File: config.mk
export PLATFORM = sky130hd
export DESIGN_NAME = load_align
export DESIGN_NICKNAME = d
export VERILOG_FILES = /design/src/design/dcache_pkg.sv /design/src/design/load_align.sv
export SDC_FILE = /design/constraint.sdc
export NUM_CORES = 1
export LEC_CHECK = 0
export ABC_AREA = 1
export BUFFER_PORTS_ARGS = -buffer_cell sky130_fd_sc_hd__buf_4
export CAP_MARGIN = 20
export CORE_MARGIN = 5
export CORE_UTILIZATION = 35
export DETAILED_ROUTE_END_ITERATION = 16
export GPL_TIMING_DRIVEN = 0
export MAX_ROUTING_LAYER = met4
export PLACE_DENSITY = 0.88
export SLEW_MARGIN = 20
export SYNTH_ARGS = -nofsm -noshare
export SYNTH_HDL_FRONTEND = slang
export SYNTH_SLANG_ARGS = --single-unit
File: constraint.sdc
create_clock -name vclk -period 1.9
set_input_delay 0.095 -clock vclk [all_inputs]
set_output_delay 0.095 -clock vclk [all_outputs]
set_load 0.01 [all_outputs]
File: src/design/dcache_pkg.sv
// Data cache definitions
package dcache_pkg;

	// Widths of the data path
	localparam int ADDR_W = 14;
	localparam int WORD_W = 32;
	localparam int TAG_W = ADDR_W - 2;

	// Cache geometry
	localparam int CACHE_LINES = 4;
	localparam int AGE_W = $clog2(CACHE_LINES);

	// Backing RAM, indexed by the low word address bits
	localparam int MEM_WORDS = 1024;
	localparam int MEM_IDX_W = $clog2(MEM_WORDS);

	// Bit positions inside the size and sign mask
	localparam int MASK_HALF = 1;
	localparam int MASK_WORD = 2;
	localparam int MASK_SIGNED = 3;

	typedef logic [ADDR_W-1:0] addr_t;
	typedef logic [WORD_W-1:0] word_t;
	typedef logic [TAG_W-1:0] tag_t;
	typedef logic [1:0] byte_off_t;
	typedef logic [3:0] mask_t;
	typedef logic [AGE_W-1:0] age_t;
	typedef logic [CACHE_LINES-1:0] line_sel_t;
	typedef logic [MEM_IDX_W-1:0] mem_idx_t;

	// Memory mapped LED register
	localparam addr_t LED_ADDR = 14'h2000;

	typedef enum logic [1:0] {
		IN_CACHE,
		ACCESS_MEMORY,
		UPDATE_CACHE
	} cache_state_t;

endpackage

File: src/design/load_align.sv
// Load data alignment
`timescale 1ns/1ps

module load_align (
	input  dcache_pkg::word_t      source_word,
	input  dcache_pkg::byte_off_t  offset,
	input  dcache_pkg::mask_t      mask,
	output dcache_pkg::word_t      load_word
);

	logic [7:0] lane_byte;
	logic [15:0] lane_half;
	logic sign_fill;

	assign lane_byte = source_word[{offset, 3'b000} +: 8];
	assign lane_half = offset[1] ? source_word[31:16] : source_word[15:0];

	always_comb begin
		sign_fill = 1'b0;
		if (mask[dcache_pkg::MASK_WORD]) begin
			load_word = source_word;
		end else if (mask[dcache_pkg::MASK_HALF]) begin
			sign_fill = mask[dcache_pkg::MASK_SIGNED] & lane_half[15];
			load_word = {{16{sign_fill}}, lane_half};
		end else begin
			// Bytes extend from bit 7 of the lane when signed
			sign_fill = mask[dcache_pkg::MASK_SIGNED] & lane_byte[7];
			load_word = {{24{sign_fill}}, lane_byte};
		end
	end

endmodule

==> impl_metrics.tcl <==
set metrics [dict create \
    critPathRequiredTime_ns 1.80 \
    synth_fp_nets 183 \
    rsz0062_at_grt "false" \
    die-width_um 53.2 \
    regArea_um2 0 \
    fin_setup_tns_ns 0 \
    die_area_um2 2830 \
    globalplace.congestion 0.855 \
    status "complete, no violations" \
    routed_wl_um 2880 \
    crit_arrival_ns 1.24 \
    tightest_slew_ns 0.547 \
    comb_power_share_pct 100.0 \
    power_uw 341 \
    hold_class "input port to primary output" \
    dpl.hpwl_um 2390 \
    clkPwrFrac_pct 0 \
    syn_area_per_cell_um2 4.51 \
    numSequentialCells 0 \
    cp_slowest_cell "o21bai_4" \
    timing.final.ws_setup_ns 0.567 \
    wl_per_cell_um 12.2 \
    critical_path.startpoint_type "input port" \
    max_freq_ghz 0.750 \
    post_cts_buffers 0 \
    clock_buffers 0 \
    synthesis.area_um2 654 \
    cp_max_fo 10 \
    antennaDiodeCount 0 \
    peakVddDrop_v 0.000145 \
    grt_pass1_wl_um 4310 \
    final_cells 237 \
    antenna_found_initial 0 \
    seqPwrFrac_pct 0 \
    yosysSeqAreaShare_pct 0 \
    design_area_um2 1190 \
    critPathMaxStageDelay_ns 0.24 \
    p_sw_uw 168 \
    power_density_nw_per_um2 287 \
    initial_core_util_pct 37.5 \
    fillers 182 \
    final_cell_mix "nand2_1 (69), buf_4 (68), a21oi_1 (24), nor2_1 (20)" \
    final_layout_size_suffix_gt1_share_pct 38.7 \
    area_growth_pct 81.6 \
    overflow 0 \
    routed_via_density 4.80 \
    min_period_ns 1.33 \
    hold_buffers 0 \
    finalCritPeriodShare_pct 70.2 \
    drt_pass1_iterations 4 \
    grt_max_degree 11 \
    dpl_cell_area_um2 1190 \
    slew_headroom_pct 63.5 \
    holdWs_ns 0.476 \
    switching_share_pct 49.4 \
    power.leakage_nw 0.728 \
    grt_pass1_vias 971 \
    slew_viol_final 0 \
    place_ws_ns 0.567 \
    drc 0 \
    cap_violations 0 \
    cts_resized 0 \
    nets 252 \
    setup_viol 0 \
    synth_warnings 0 \
    core-area_um2 1750 \
    crit_chain "buf_4 > buf_6 > nand2_1 > nand2_1 > nand2_1 > nand2_2 > o21bai_4 > buf_6 > nand2_1 > buf_4" \
    synth_cell_types 15 \
    drtIter0Drc 30 \
    finalHoldViolCount 0 \
    critical_path_class "input port to primary output" \
    syn_inst 145 \
    grt_usage_pct 20.2 \
    p_int_uw 173 \
    crit_path_end_kind "primary output" \
    vias 1138 \
    portBuffers 67 \
    layout_commonest_cell "nand2_1" \
    utilization_pct 68.1 \
    crit_top_cell "nand2_1" \
    pin_count 70 \
    antenna_left 0 \
    fp.dieH_um 53.2 \
    rows 15 \
    dp.cells 237 \
]
==> critical path, delay by kind of cell <==
family	cells	cell delay, ns
buffers and inverters	4	0.57
and+or+nand+nor	5	0.34
AOI/OAI and AO/OA	1	0.24
==> cell families (layout without fill, tap and decap cells) <==
logic type | count (synthesis) | count (layout) | share of synthesized area, %
and+or+nand+nor | 94 | 94 | 56.4
AOI/OAI and AO/OA | 35 | 35 | 30.8
buffers and inverters | 16 | 83 | 12.8
==> power groups by stage <==
stage | Sequential [mW] | Combinational [mW] | Clock [mW]
detailed placement | 0 | 0.341 | 0
CTS | 0 | 0.343 | 0
floorplan | 0 | 0.161 | 0
global route | 0 | 0.374 | 0
finish | 0 | 0.341 | 0
global placement | 0 | 0.335 | 0
==> cell type report <==
cell class                      count  area, um2  area share (%)
Multi-Input combinational cell    129        571            48.0
Inverter                            7       26.3            2.21
Buffer                              9       57.6            4.84
Timing Repair Buffer               67        503            42.3
Tap cell                           25       31.3            2.63
==> final timing paths <==
kind,from,to,slack (ns),cells after the start
min,source_word[22],load_word[22],0.48,4
max,offset[1],load_word[23],0.57,10
==> synthesized netlist by cell type <==
cell type,n,area share [%]
a21oi_1,24,18
buf_2,4,3.1
buf_4,1,1.1
buf_6,2,3.4
clkbuf_1,2,1.1
inv_1,4,2.3
inv_2,3,1.7
nand2_1,69,40
nand2_2,3,2.9
nand2_4,1,1.7
nand3_1,1,0.76
nor2_1,20,11
o21a_1,5,5.7
o21ai_0,5,3.8
o21bai_4,1,2.9
==> routing by layer <==
metal	GRT usage, %	part of all wire [%]
met5	-	0
met4	0	0.35
met2	38.0	49
met1	25.0	40
met3	0.845	11
(Power assumes the default switching activity.)
