### src/design/dcache_pkg.sv
// Data cache definitions
package dcache_pkg;

	// Widths of the data path
	localparam int ADDR_W = 14;
	localparam int WORD_W = 32;
	localparam int TAG_W = ADDR_W - 2;

	// Cache geometry
	localparam int CACHE_LINES = 4;
	localparam int AGE_W = $clog2(CACHE_LINES);

	// Backing RAM, indexed by the low word address bits
	localparam int MEM_WORDS = 1024;
	localparam int MEM_IDX_W = $clog2(MEM_WORDS);

	// Bit positions inside the size and sign mask
	localparam int MASK_HALF = 1;
	localparam int MASK_WORD = 2;
	localparam int MASK_SIGNED = 3;

	typedef logic [ADDR_W-1:0] addr_t;
	typedef logic [WORD_W-1:0] word_t;
	typedef logic [TAG_W-1:0] tag_t;
	typedef logic [1:0] byte_off_t;
	typedef logic [3:0] mask_t;
	typedef logic [AGE_W-1:0] age_t;
	typedef logic [CACHE_LINES-1:0] line_sel_t;
	typedef logic [MEM_IDX_W-1:0] mem_idx_t;

	// Memory mapped LED register
	localparam addr_t LED_ADDR = 14'h2000;

	typedef enum logic [1:0] {
		IN_CACHE,
		ACCESS_MEMORY,
		UPDATE_CACHE
	} cache_state_t;

endpackage

### src/design/store_merge.sv
// Store data merge
`timescale 1ns/1ps

module store_merge (
	input  dcache_pkg::word_t      source_word,
	input  dcache_pkg::word_t      store_data,
	input  dcache_pkg::byte_off_t  offset,
	input  dcache_pkg::mask_t      mask,
	output dcache_pkg::word_t      merged_word
);

	// Start from the stored word and overwrite the addressed lanes
	always_comb begin
		merged_word = source_word;
		if (mask[dcache_pkg::MASK_WORD]) begin
			merged_word = store_data;
		end else if (mask[dcache_pkg::MASK_HALF]) begin
			if (offset[1])
				merged_word[31:16] = store_data[15:0];
			else
				merged_word[15:0] = store_data[15:0];
		end else begin
			// Byte store, the lane follows the byte offset
			merged_word[{offset, 3'b000} +: 8] = store_data[7:0];
		end
	end

endmodule

### config.mk
export PLATFORM = sky130hd
export DESIGN_NAME = store_merge
export DESIGN_NICKNAME = d
export VERILOG_FILES = /design/src/design/dcache_pkg.sv /design/src/design/store_merge.sv
export SDC_FILE = /design/constraint.sdc
export NUM_CORES = 1
export LEC_CHECK = 0
export BUFFER_PORTS_ARGS = -buffer_cell sky130_fd_sc_hd__buf_2
export CORE_MARGIN = 1.5
export CORE_UTILIZATION = 37
export DETAILED_ROUTE_END_ITERATION = 7
export PLACE_DENSITY = 0.87
export SETUP_SLACK_MARGIN = 0.2
export SYNTH_ARGS = -nofsm -noshare
export SYNTH_HDL_FRONTEND = slang
export SYNTH_SLANG_ARGS = --single-unit
### constraint.sdc
create_clock -name vclk -period 3.2
set_clock_uncertainty 0.1 [all_clocks]
set_input_delay 0.8 -clock vclk [all_inputs]
set_output_delay 0.8 -clock vclk [all_outputs]
set_load 0.02 [all_outputs]
==> summary.txt <==
STA
  • Fin. Hold Viols: 0
  • Slew margin rel.: 0.731
  • Slew of the pin with the lowest slew margin: 0.402 ns
  • Hold slack final: 1.80 ns
  • Fmax: 317 MHz
  • Setup TNS: 0 ns
  • Period utilization: 0.986
  • Period minus WS final: 3.16 ns
  • Finish-stage setup viols: 0
  • RSZ-0062 raised after global routing: yes
  • Slew Limit Fails: 0
  • Final setup margin: 0.0438 ns

Worst hold path
  • Hold path start: source_word[2]
  • Hold WC Path Type: input port to output port

Floorplan
  • Core area: 3050 um^2
  • Initial Util: 0.389
  • Num rows: 20
  • Die area: 3560 um^2
  • Number of primary I/O pins: 102
  • Die height: 59.7 um
  • Die Width: 59.7 um

Critical path
  • Crit-path cells: buf_8, inv_6, ha_4, nor4b_4, buf_4, nand3_2, a222oi_1, buf_2
  • Startpoint Class: input port
  • CP Class: input port to output port
  • Worst Path Max Fanout: 4
  • Worst EP arrival: 2.26 ns
  • CP Capture Point: merged_word[26]
  • Crit-path slowest cell: nor4b_4
  • CP Capture Type: output port
  • Critical Path RT: 2.30 ns
  • Crit-path max cell delay: 0.34 ns
  • Worst Setup SP: offset[0]

GRT
  • Antenna violations before repair: 0
  • Largest net degree at the start of global routing: 17
  • Number of global-route vias before repair: 1694
  • Overall global routing resource usage: 0.258
  • Gr ovfl total: 0
  • First-pass GRT wire length: 7390 um

Logic synthesis
  • Synth Area per Inst: 7.03 um^2
  • Post-synthesis sequential area ratio: 0
  • Mapped Area: 1190 um^2
  • Synth warn: 0
  • Number of distinct library cells after synthesis: 28
  • Mapped Cells: 169
  • Post-synth net total: 244

Placed design
  • Port Buf Inserts: 100
  • Worst setup slack after placement: -0.00844 ns
  • Cell area after placement: 1850 um^2
  • Final GP Congestion: 0.817
  • DP Wirelength: 3470 um

Final layout
  • Register area: 0 um^2
  • Layout area overhead: 87.5%
  • Share of layout cells above drive strength 1: 0.580
  • Final-layout fill cell count: 232
  • Seq cells: 0
  • Post-route cell area: 2230 um^2
  • Clock Buffer Count: 0
  • Leading cell types in the layout, fill and taps excluded: buf_2 (83), a21oi_1 (24), nand3_1 (23)
  • Nets: 351
  • Commonest non-fill, non-tap cell in the layout: buf_2
  • Antenna diodes: 0

Power and ir drop
  • Final Power: 0.000400 W
  • Pwr Density: 179 nW/um^2
  • Pleak: 1.10 nW
  • Max VDD drop: 0.0000959 V

Drt
  • DR vias: 1880
  • Initial DRT Pass Iterations: 8
  • Routed WL: 5340 um
  • Drt via density: 5.91
  • Residual DRC: 1
  • ANT nets after route: 0
  • Routed len/inst: 16.8 um
  • Drt initial violations: 199

Job
  • Maxcap violations: 0

Clock tree
  • # hold bufs at CTS: 0

Run status
  • Outcome: finished, violations left
  • Failing checks: design-rule violations
## cells by family after synthesis
group,synth area share
simple gates,0.220
buf+inv,0.158
fa+ha+maj,0.0526
mux,0.135
compound gates,0.435
## synth_stat cells (all sizes together)
cell / count / area, um^2
or3b: 1 / 8.76
a222oi: 16 / 160
clkbuf: 5 / 22.5
nor3b: 1 / 12.5
a211o: 1 / 10.0
nor3: 1 / 10.0
and2b: 1 / 7.51
or2: 2 / 12.5
nand3: 24 / 120
nand2: 8 / 30.0
a22o: 16 / 140
nor2b: 3 / 26.3
buf: 13 / 86.3
o2bb2ai: 8 / 76.3
ha: 5 / 62.6
a21oi: 24 / 120
a21bo: 1 / 10.0
nor4bb: 1 / 10.0
nor4b: 1 / 23.8
mux2i: 16 / 160
inv: 21 / 78.8
## worst min path at each step
stage / endpoint / slack [ns] / cells past startpoint
floorplan: merged_word[0] / 1.63 / 1
global placement: merged_word[3] / 1.83 / 3
detailed placement: merged_word[5] / 1.84 / 3
CTS: merged_word[5] / 1.80 / 3
global route: merged_word[6] / 1.81 / 3
finish: merged_word[2] / 1.80 / 3
## repair_timing
action,4_1_cts,5_1_grt
pin swaps,16,11
resized for setup,26,38
endpoints found under the setup margin,32,32
hold endpoints to repair,0,0
cloned,1,0
buffers inserted,4,5
## layout make-up
class / instances / area (um^2) / share of cell area
inverters: 21 / 96.3 / 0.0432
multi-input cells: 130 / 1210 / 0.544
well taps: 44 / 55.1 / 0.0247
repair buffers: 123 / 866 / 0.389
## metrics by stage
stage          cells  utilization
6_report         318        0.730
3_5_place_dp     308        0.605
4_1_cts          313        0.657
2_1_floorplan    169            -
3_3_place_gp     308        0.605
5_1_grt          318        0.730
## critical path: cells and delay by family
kind            cells  cell delay [ns]
fa+ha+maj           1             0.21
simple gates        2             0.40
compound gates      1             0.25
buf+inv             4             0.58
## metal layers
layer | share of wire | up-vias | global-route usage
li1 | - | 875 | -
met1 | 0.39 | 876 | 0.316
met2 | 0.52 | 123 | 0.480
met3 | 0.088 | 6 | 0.0152
met4 | 0.0047 | 0 | 0.0730
met5 | 0 | - | 0
## where the power goes
group / switching, W / internal [W] / total (W)
clock: 0 / 0 / 0
sequential: 0 / 0 / 0
combinational: 0.000201 / 0.000198 / 0.000400
Power figures use the tool's default switching activity.
