**src/design/dcache_pkg.sv**
```systemverilog
// Data cache definitions
package dcache_pkg;

	// Widths of the data path
	localparam int ADDR_W = 14;
	localparam int WORD_W = 32;
	localparam int TAG_W = ADDR_W - 2;

	// Cache geometry
	localparam int CACHE_LINES = 4;
	localparam int AGE_W = $clog2(CACHE_LINES);

	// Backing RAM, indexed by the low word address bits
	localparam int MEM_WORDS = 1024;
	localparam int MEM_IDX_W = $clog2(MEM_WORDS);

	// Bit positions inside the size and sign mask
	localparam int MASK_HALF = 1;
	localparam int MASK_WORD = 2;
	localparam int MASK_SIGNED = 3;

	typedef logic [ADDR_W-1:0] addr_t;
	typedef logic [WORD_W-1:0] word_t;
	typedef logic [TAG_W-1:0] tag_t;
	typedef logic [1:0] byte_off_t;
	typedef logic [3:0] mask_t;
	typedef logic [AGE_W-1:0] age_t;
	typedef logic [CACHE_LINES-1:0] line_sel_t;
	typedef logic [MEM_IDX_W-1:0] mem_idx_t;

	// Memory mapped LED register
	localparam addr_t LED_ADDR = 14'h2000;

	typedef enum logic [1:0] {
		IN_CACHE,
		ACCESS_MEMORY,
		UPDATE_CACHE
	} cache_state_t;

endpackage

```
**src/design/cache_line.sv**
```systemverilog
// Single cache line
`timescale 1ns/1ps

module cache_line (
	input  logic               clk,
	input  logic               rst_n,
	input  dcache_pkg::tag_t   cur_tag,
	input  dcache_pkg::word_t  line_wdata,
	input  logic               line_write,
	input  logic               access,
	input  dcache_pkg::age_t   accessed_age,
	input  dcache_pkg::age_t   reset_age,
	output dcache_pkg::word_t  data,
	output dcache_pkg::tag_t   tag,
	output logic               valid,
	output dcache_pkg::age_t   age,
	output logic               match
);

	logic selected;

	assign match = valid && (tag == cur_tag);

	// Ages form a permutation, so only the accessed line carries its age
	assign selected = (age == accessed_age);

	// Word and tag carry no reset, only the valid bit and the age
	always_ff @(posedge clk) begin
		if (selected && access && line_write) begin
			data <= line_wdata;
			tag <= cur_tag;
		end
	end

	always_ff @(posedge clk) begin
		if (!rst_n) begin
			valid <= 1'b0;
			age <= reset_age;
		end else if (access) begin
			if (selected) begin
				age <= dcache_pkg::age_t'(dcache_pkg::CACHE_LINES - 1);
				if (line_write)
					valid <= 1'b1;
			end else if (age > accessed_age) begin
				age <= age - dcache_pkg::age_t'(1);
			end
		end
	end

endmodule

```
**src/design/line_array.sv**
```systemverilog
// Cache line array and LRU selection
`timescale 1ns/1ps

module line_array (
	input  logic               clk,
	input  logic               rst_n,
	input  dcache_pkg::addr_t  cur_addr,
	input  dcache_pkg::word_t  line_wdata,
	input  logic               line_write,
	input  logic               access,
	output logic               hit,
	output dcache_pkg::word_t  sel_word,
	output dcache_pkg::tag_t   sel_tag,
	output logic               sel_valid
);

	dcache_pkg::word_t line_data [dcache_pkg::CACHE_LINES];
	dcache_pkg::tag_t line_tag [dcache_pkg::CACHE_LINES];
	dcache_pkg::age_t line_age [dcache_pkg::CACHE_LINES];
	dcache_pkg::line_sel_t line_valid;
	dcache_pkg::line_sel_t line_match;
	dcache_pkg::line_sel_t line_old;
	dcache_pkg::line_sel_t line_sel;
	dcache_pkg::age_t sel_age;

	generate
		for (genvar i = 0; i < dcache_pkg::CACHE_LINES; i++) begin : g_line
			cache_line i_line (
				.clk          (clk),
				.rst_n        (rst_n),
				.cur_tag      (cur_addr[dcache_pkg::ADDR_W-1:2]),
				.line_wdata   (line_wdata),
				.line_write   (line_write),
				.access       (access),
				.accessed_age (sel_age),
				.reset_age    (dcache_pkg::age_t'(i)),
				.data         (line_data[i]),
				.tag          (line_tag[i]),
				.valid        (line_valid[i]),
				.age          (line_age[i]),
				.match        (line_match[i])
			);

			assign line_old[i] = (line_age[i] == '0);
		end
	endgenerate

	assign hit = |line_match;

	// On a miss the oldest line is the victim
	assign line_sel = hit ? line_match : line_old;

	// AND-OR selection of the accessed line
	always_comb begin
		sel_word = '0;
		sel_tag = '0;
		sel_valid = 1'b0;
		sel_age = '0;
		for (int i = 0; i < dcache_pkg::CACHE_LINES; i++) begin
			sel_word |= line_data[i] & {dcache_pkg::WORD_W{line_sel[i]}};
			sel_tag |= line_tag[i] & {dcache_pkg::TAG_W{line_sel[i]}};
			sel_valid |= line_valid[i] & line_sel[i];
			sel_age |= line_age[i] & {dcache_pkg::AGE_W{line_sel[i]}};
		end
	end

endmodule

```
**config.mk**
```make
export PLATFORM = sky130hd
export DESIGN_NAME = line_array
export DESIGN_NICKNAME = d
export VERILOG_FILES = /design/src/design/dcache_pkg.sv /design/src/design/cache_line.sv /design/src/design/line_array.sv
export SDC_FILE = /design/constraint.sdc
export NUM_CORES = 1
export LEC_CHECK = 0
export BUFFER_PORTS_ARGS = -buffer_cell sky130_fd_sc_hd__buf_2
export CAP_MARGIN = 15
export CORE_MARGIN = 3
export CORE_UTILIZATION = 43
export CTS_BUF_LIST = sky130_fd_sc_hd__clkbuf_8
export CTS_CLUSTER_SIZE = 10
export DETAILED_ROUTE_END_ITERATION = 8
export HOLD_SLACK_MARGIN = 0.1
export PLACE_DENSITY = 0.68
export SETUP_SLACK_MARGIN = 0.5
export SLEW_MARGIN = 30
export SYNTH_ARGS = -nofsm -noshare
export SYNTH_HDL_FRONTEND = slang
export SYNTH_SLANG_ARGS = --single-unit
```
**constraint.sdc**
```tcl
create_clock -name clk -period 13.5 [get_ports clk]
set_clock_uncertainty 0.05 [all_clocks]
set_input_delay 1.35 -clock clk [delete_from_list [all_inputs] [get_ports clk]]
set_output_delay 1.35 -clock clk [all_outputs]
set_load 0.1 [all_outputs]
```
==> out/results.md <==
### Status
* **result of the run** complete, no violations

### Drt
* **via count** 4,831
* **average routed wire per standard cell** 19.9 µm
* **total wire length after detailed routing** 17,100 µm
* **DRC violation total after the first TritonRoute iteration** 453
* **number of routed nets with antenna violations** 0
* **vias per inst** 5.64
* **Initial DRT Pass Iterations** 5
* **DRC Markers** 0

### STA
* **aggregate negative setup slack** 0 ns
* **Max Transition Viols Final** 0
* **RSZ-0062 raised after global routing** false
* **time the worst path needs with I/O delays and setup** 5.43 ns
* **count of endpoints failing setup in the final report** 0
* **Hold Violations, Final** 0
* **slew at the pin closest to its max-slew limit** 0.729 ns
* **Final Cycle Share** 40.2%
* **Relative slew margins** 51.4%
* **fmax** 0.184 GHz

### Critical path
* **largest incremental delay on the critical path** 0.58 ns
* **chain of cells forming the critical path** buf_2, xnor2_1, nand4_1, nor4_4, nor4_2, nand2_1, nand2_4, a22oi_1, nand2_1, buf_2
* **Register-to-Register Setup Slack** 9.02 ns
* **startpoint type of the worst setup path** input port
* **Buf+Inv Stages, Crit Path** 2
* **largest fanout of any net on the critical path** 46
* **kind of end point of the critical path** output port
* **Worst Path Class, Setup** input port to output port
* **Arr. time, crit path** 4.03 ns
* **cell type group with the largest total delay on the critical path** simple AND/OR/NAND/NOR gates
* **worst-path cell with the longest stage delay** sky130_fd_sc_hd__nor4_2
* **data required time at the worst endpoint** 12.10 ns

### Synthesis
* **fraction of registers with async set or reset after synthesis** 0%
* **Gate Count Post-Synth** 535
* **biggest area contributors in the synthesized netlist** sky130_fd_sc_hd__edfxtp_1 67%, sky130_fd_sc_hd__a22oi_1 8.6%, sky130_fd_sc_hd__xnor2_1 5.0%, sky130_fd_sc_hd__dfxtp_1 3.0%, sky130_fd_sc_hd__nand2_1 3.0%
* **most common flop cell mapped by yosys** sky130_fd_sc_hd__edfxtp_1
* **share of the synthesized area in the top cell type** 67.0%
* **FF+latch count, synth** 188
* **largest area contributor in the synthesized netlist** sky130_fd_sc_hd__edfxtp_1
* **average size of a mapped cell** 14.8 µm²
* **library cells used by synthesis** 38
* **Synth Warn #** 0
* **Post-Synthesis Net Count** 596
* **EDFF count, synth** 176
* **cell area after synthesis** 0.00789 mm²
* **share of synthesized area occupied by flip-flops and latches** 70.0%

### Global route
* **aggregate global-route resource usage** 17.3%
* **antenna violations before repair** 2
* **grt total ovfl** 0
* **global-route wire length before repair** 26,500 µm
* **pin count of the biggest net entering global routing** 47
* **via count of the first global-routing pass** 4,935

### Floorplan
* **count of boundary I/O pins** 96
* **core area** 0.0177 mm²
* **row count** 48
* **die span in x** 141 µm
* **Initial Utilization** 44.7%
* **DIE HEIGHT** 141 µm
* **die footprint** 0.0200 mm²

### Placement
* **Final GP Congestion** 0.831
* **count of buffers from port buffering** 93
* **post-detailed-placement half-perimeter wirelength** 10,200 µm

### CTS
* **number of buffers created by CTS** 17
* **Clock Latency Late Sink** 0.45 ns
* **count of clock tree sinks** 188
* **cts repair resizes** 0
* **root buffer cell** sky130_fd_sc_hd__clkbuf_8
* **clock-pin slew reported for the worst setup and hold paths after clock tree synthesis** 0.10 ns
* **CTS tree** yes
* **number of H-tree levels** 4
* **clock tree buffer depth** 2
* **hold buffer count at CTS** 0
* **Setup Fix Bufs, Post-CTS** 0

### Cells and area
* **Nets** 680
* **layout cell share with drive strength beyond 1** 22.8%
* **fin util** 49.9%
* **count of antenna diodes in the layout** 0
* **signed area change from the synthesized netlist to the final layout** 11.7%

### Min path
* **Hold WC Path Type** flop to flop

### Run
* **number of max-cap violations** 0

cell usage in the layout (no fill, tap or decap), drive strengths merged, types with 11 or more instances in the layout:
cell type / instances
inv: 17
ha: 11
nand2: 63
edfxtp: 176
nor2: 20
buf: 98
nand4: 16
a22oi: 90
dfxtp: 12
xnor2: 48
clkbuf: 17
final timing paths:
path	start	to	cells after the start
worst min-delay path	g_line[3].i_line.valid	g_line[3].i_line.valid	2
worst max-delay path	cur_addr[10]	sel_word[15]	10
worst min register to register	g_line[3].i_line.valid	g_line[3].i_line.valid	2
worst max register to register	g_line[0].i_line.tag[2]	g_line[0].i_line.data[1]	12
layout make-up:
cell class | count | area [µm²]
Clock buffer | 17 | 234
Sequential cell | 188 | 5530
Inverter | 11 | 41.3
Timing Repair Buffer | 98 | 503
Tap cell | 225 | 282
Clock inverter | 15 | 100
Fill cell | 1508 | 8840
Multi-Input combinational cell | 303 | 2130
sequential cells by signal (all words and copies together) (netlist names):
register,flops
g_line.i_line.age,8
g_line.i_line.data,128
g_line.i_line.tag,48
g_line.i_line.valid,4
through the flow:
step           cell area [µm²]  hold WS (ns)  cells  setup slack, ns
6_report                  8820         0.474    857             8.07
5_1_grt                   8820         0.499    857             7.84
4_1_cts                   8820         0.468    857             8.04
3_5_place_dp              8480         0.452    825             7.93
3_3_place_gp              8470         0.436    825             7.64
2_1_floorplan             7890         0.398    535             7.79
tightest hold or removal path, cell delays in order, from the launching register on:
cell and delay (ns):
sky130_fd_sc_hd__dfxtp_1 0.37, sky130_fd_sc_hd__inv_1 0.07, sky130_fd_sc_hd__a21oi_1 0.06
synthesized netlist by cell type, types with 3 or more instances:
cell / n
sky130_fd_sc_hd__a21oi_1: 5
sky130_fd_sc_hd__inv_1: 11
sky130_fd_sc_hd__nor2_1: 20
sky130_fd_sc_hd__ha_1: 11
sky130_fd_sc_hd__nand3_1: 7
sky130_fd_sc_hd__nor2b_1: 3
sky130_fd_sc_hd__dfxtp_1: 12
sky130_fd_sc_hd__buf_2: 18
sky130_fd_sc_hd__o21ai_0: 6
sky130_fd_sc_hd__nand2_1: 63
sky130_fd_sc_hd__xnor2_2: 3
sky130_fd_sc_hd__buf_6: 13
sky130_fd_sc_hd__nand4_1: 16
sky130_fd_sc_hd__nor4_4: 3
sky130_fd_sc_hd__edfxtp_1: 176
sky130_fd_sc_hd__xnor2_1: 45
sky130_fd_sc_hd__nand2b_1: 3
sky130_fd_sc_hd__a22oi_1: 90
sky130_fd_sc_hd__and3_1: 5
routing by layer:
layer  wire [µm]  share of wire [%]  vias up  GRT usage (%)
li1            -                  -     2225              -
met1        6940                 41     2394           20.9
met2        8530                 50      175           29.0
met3        1170                6.8       33           4.92
met4         426                2.5        4           7.73
met5          21               0.12        -              0
logic make-up (layout without fill, tap and decap cells):
family	after synthesis	count (layout)	synth area share [%]
XOR/XNOR	48	48	5.61
AND/OR/NAND/NOR	128	128	8.20
AO/OA/AOI/OAI	116	116	10.8
buffers and inverters	44	141	3.62
flip-flops	188	188	70.0
adder cells (fa/ha/maj)	11	11	1.74
Power is not shown: default switching activity piles up to over one toggle a cycle in this logic, so the estimate is an artifact.
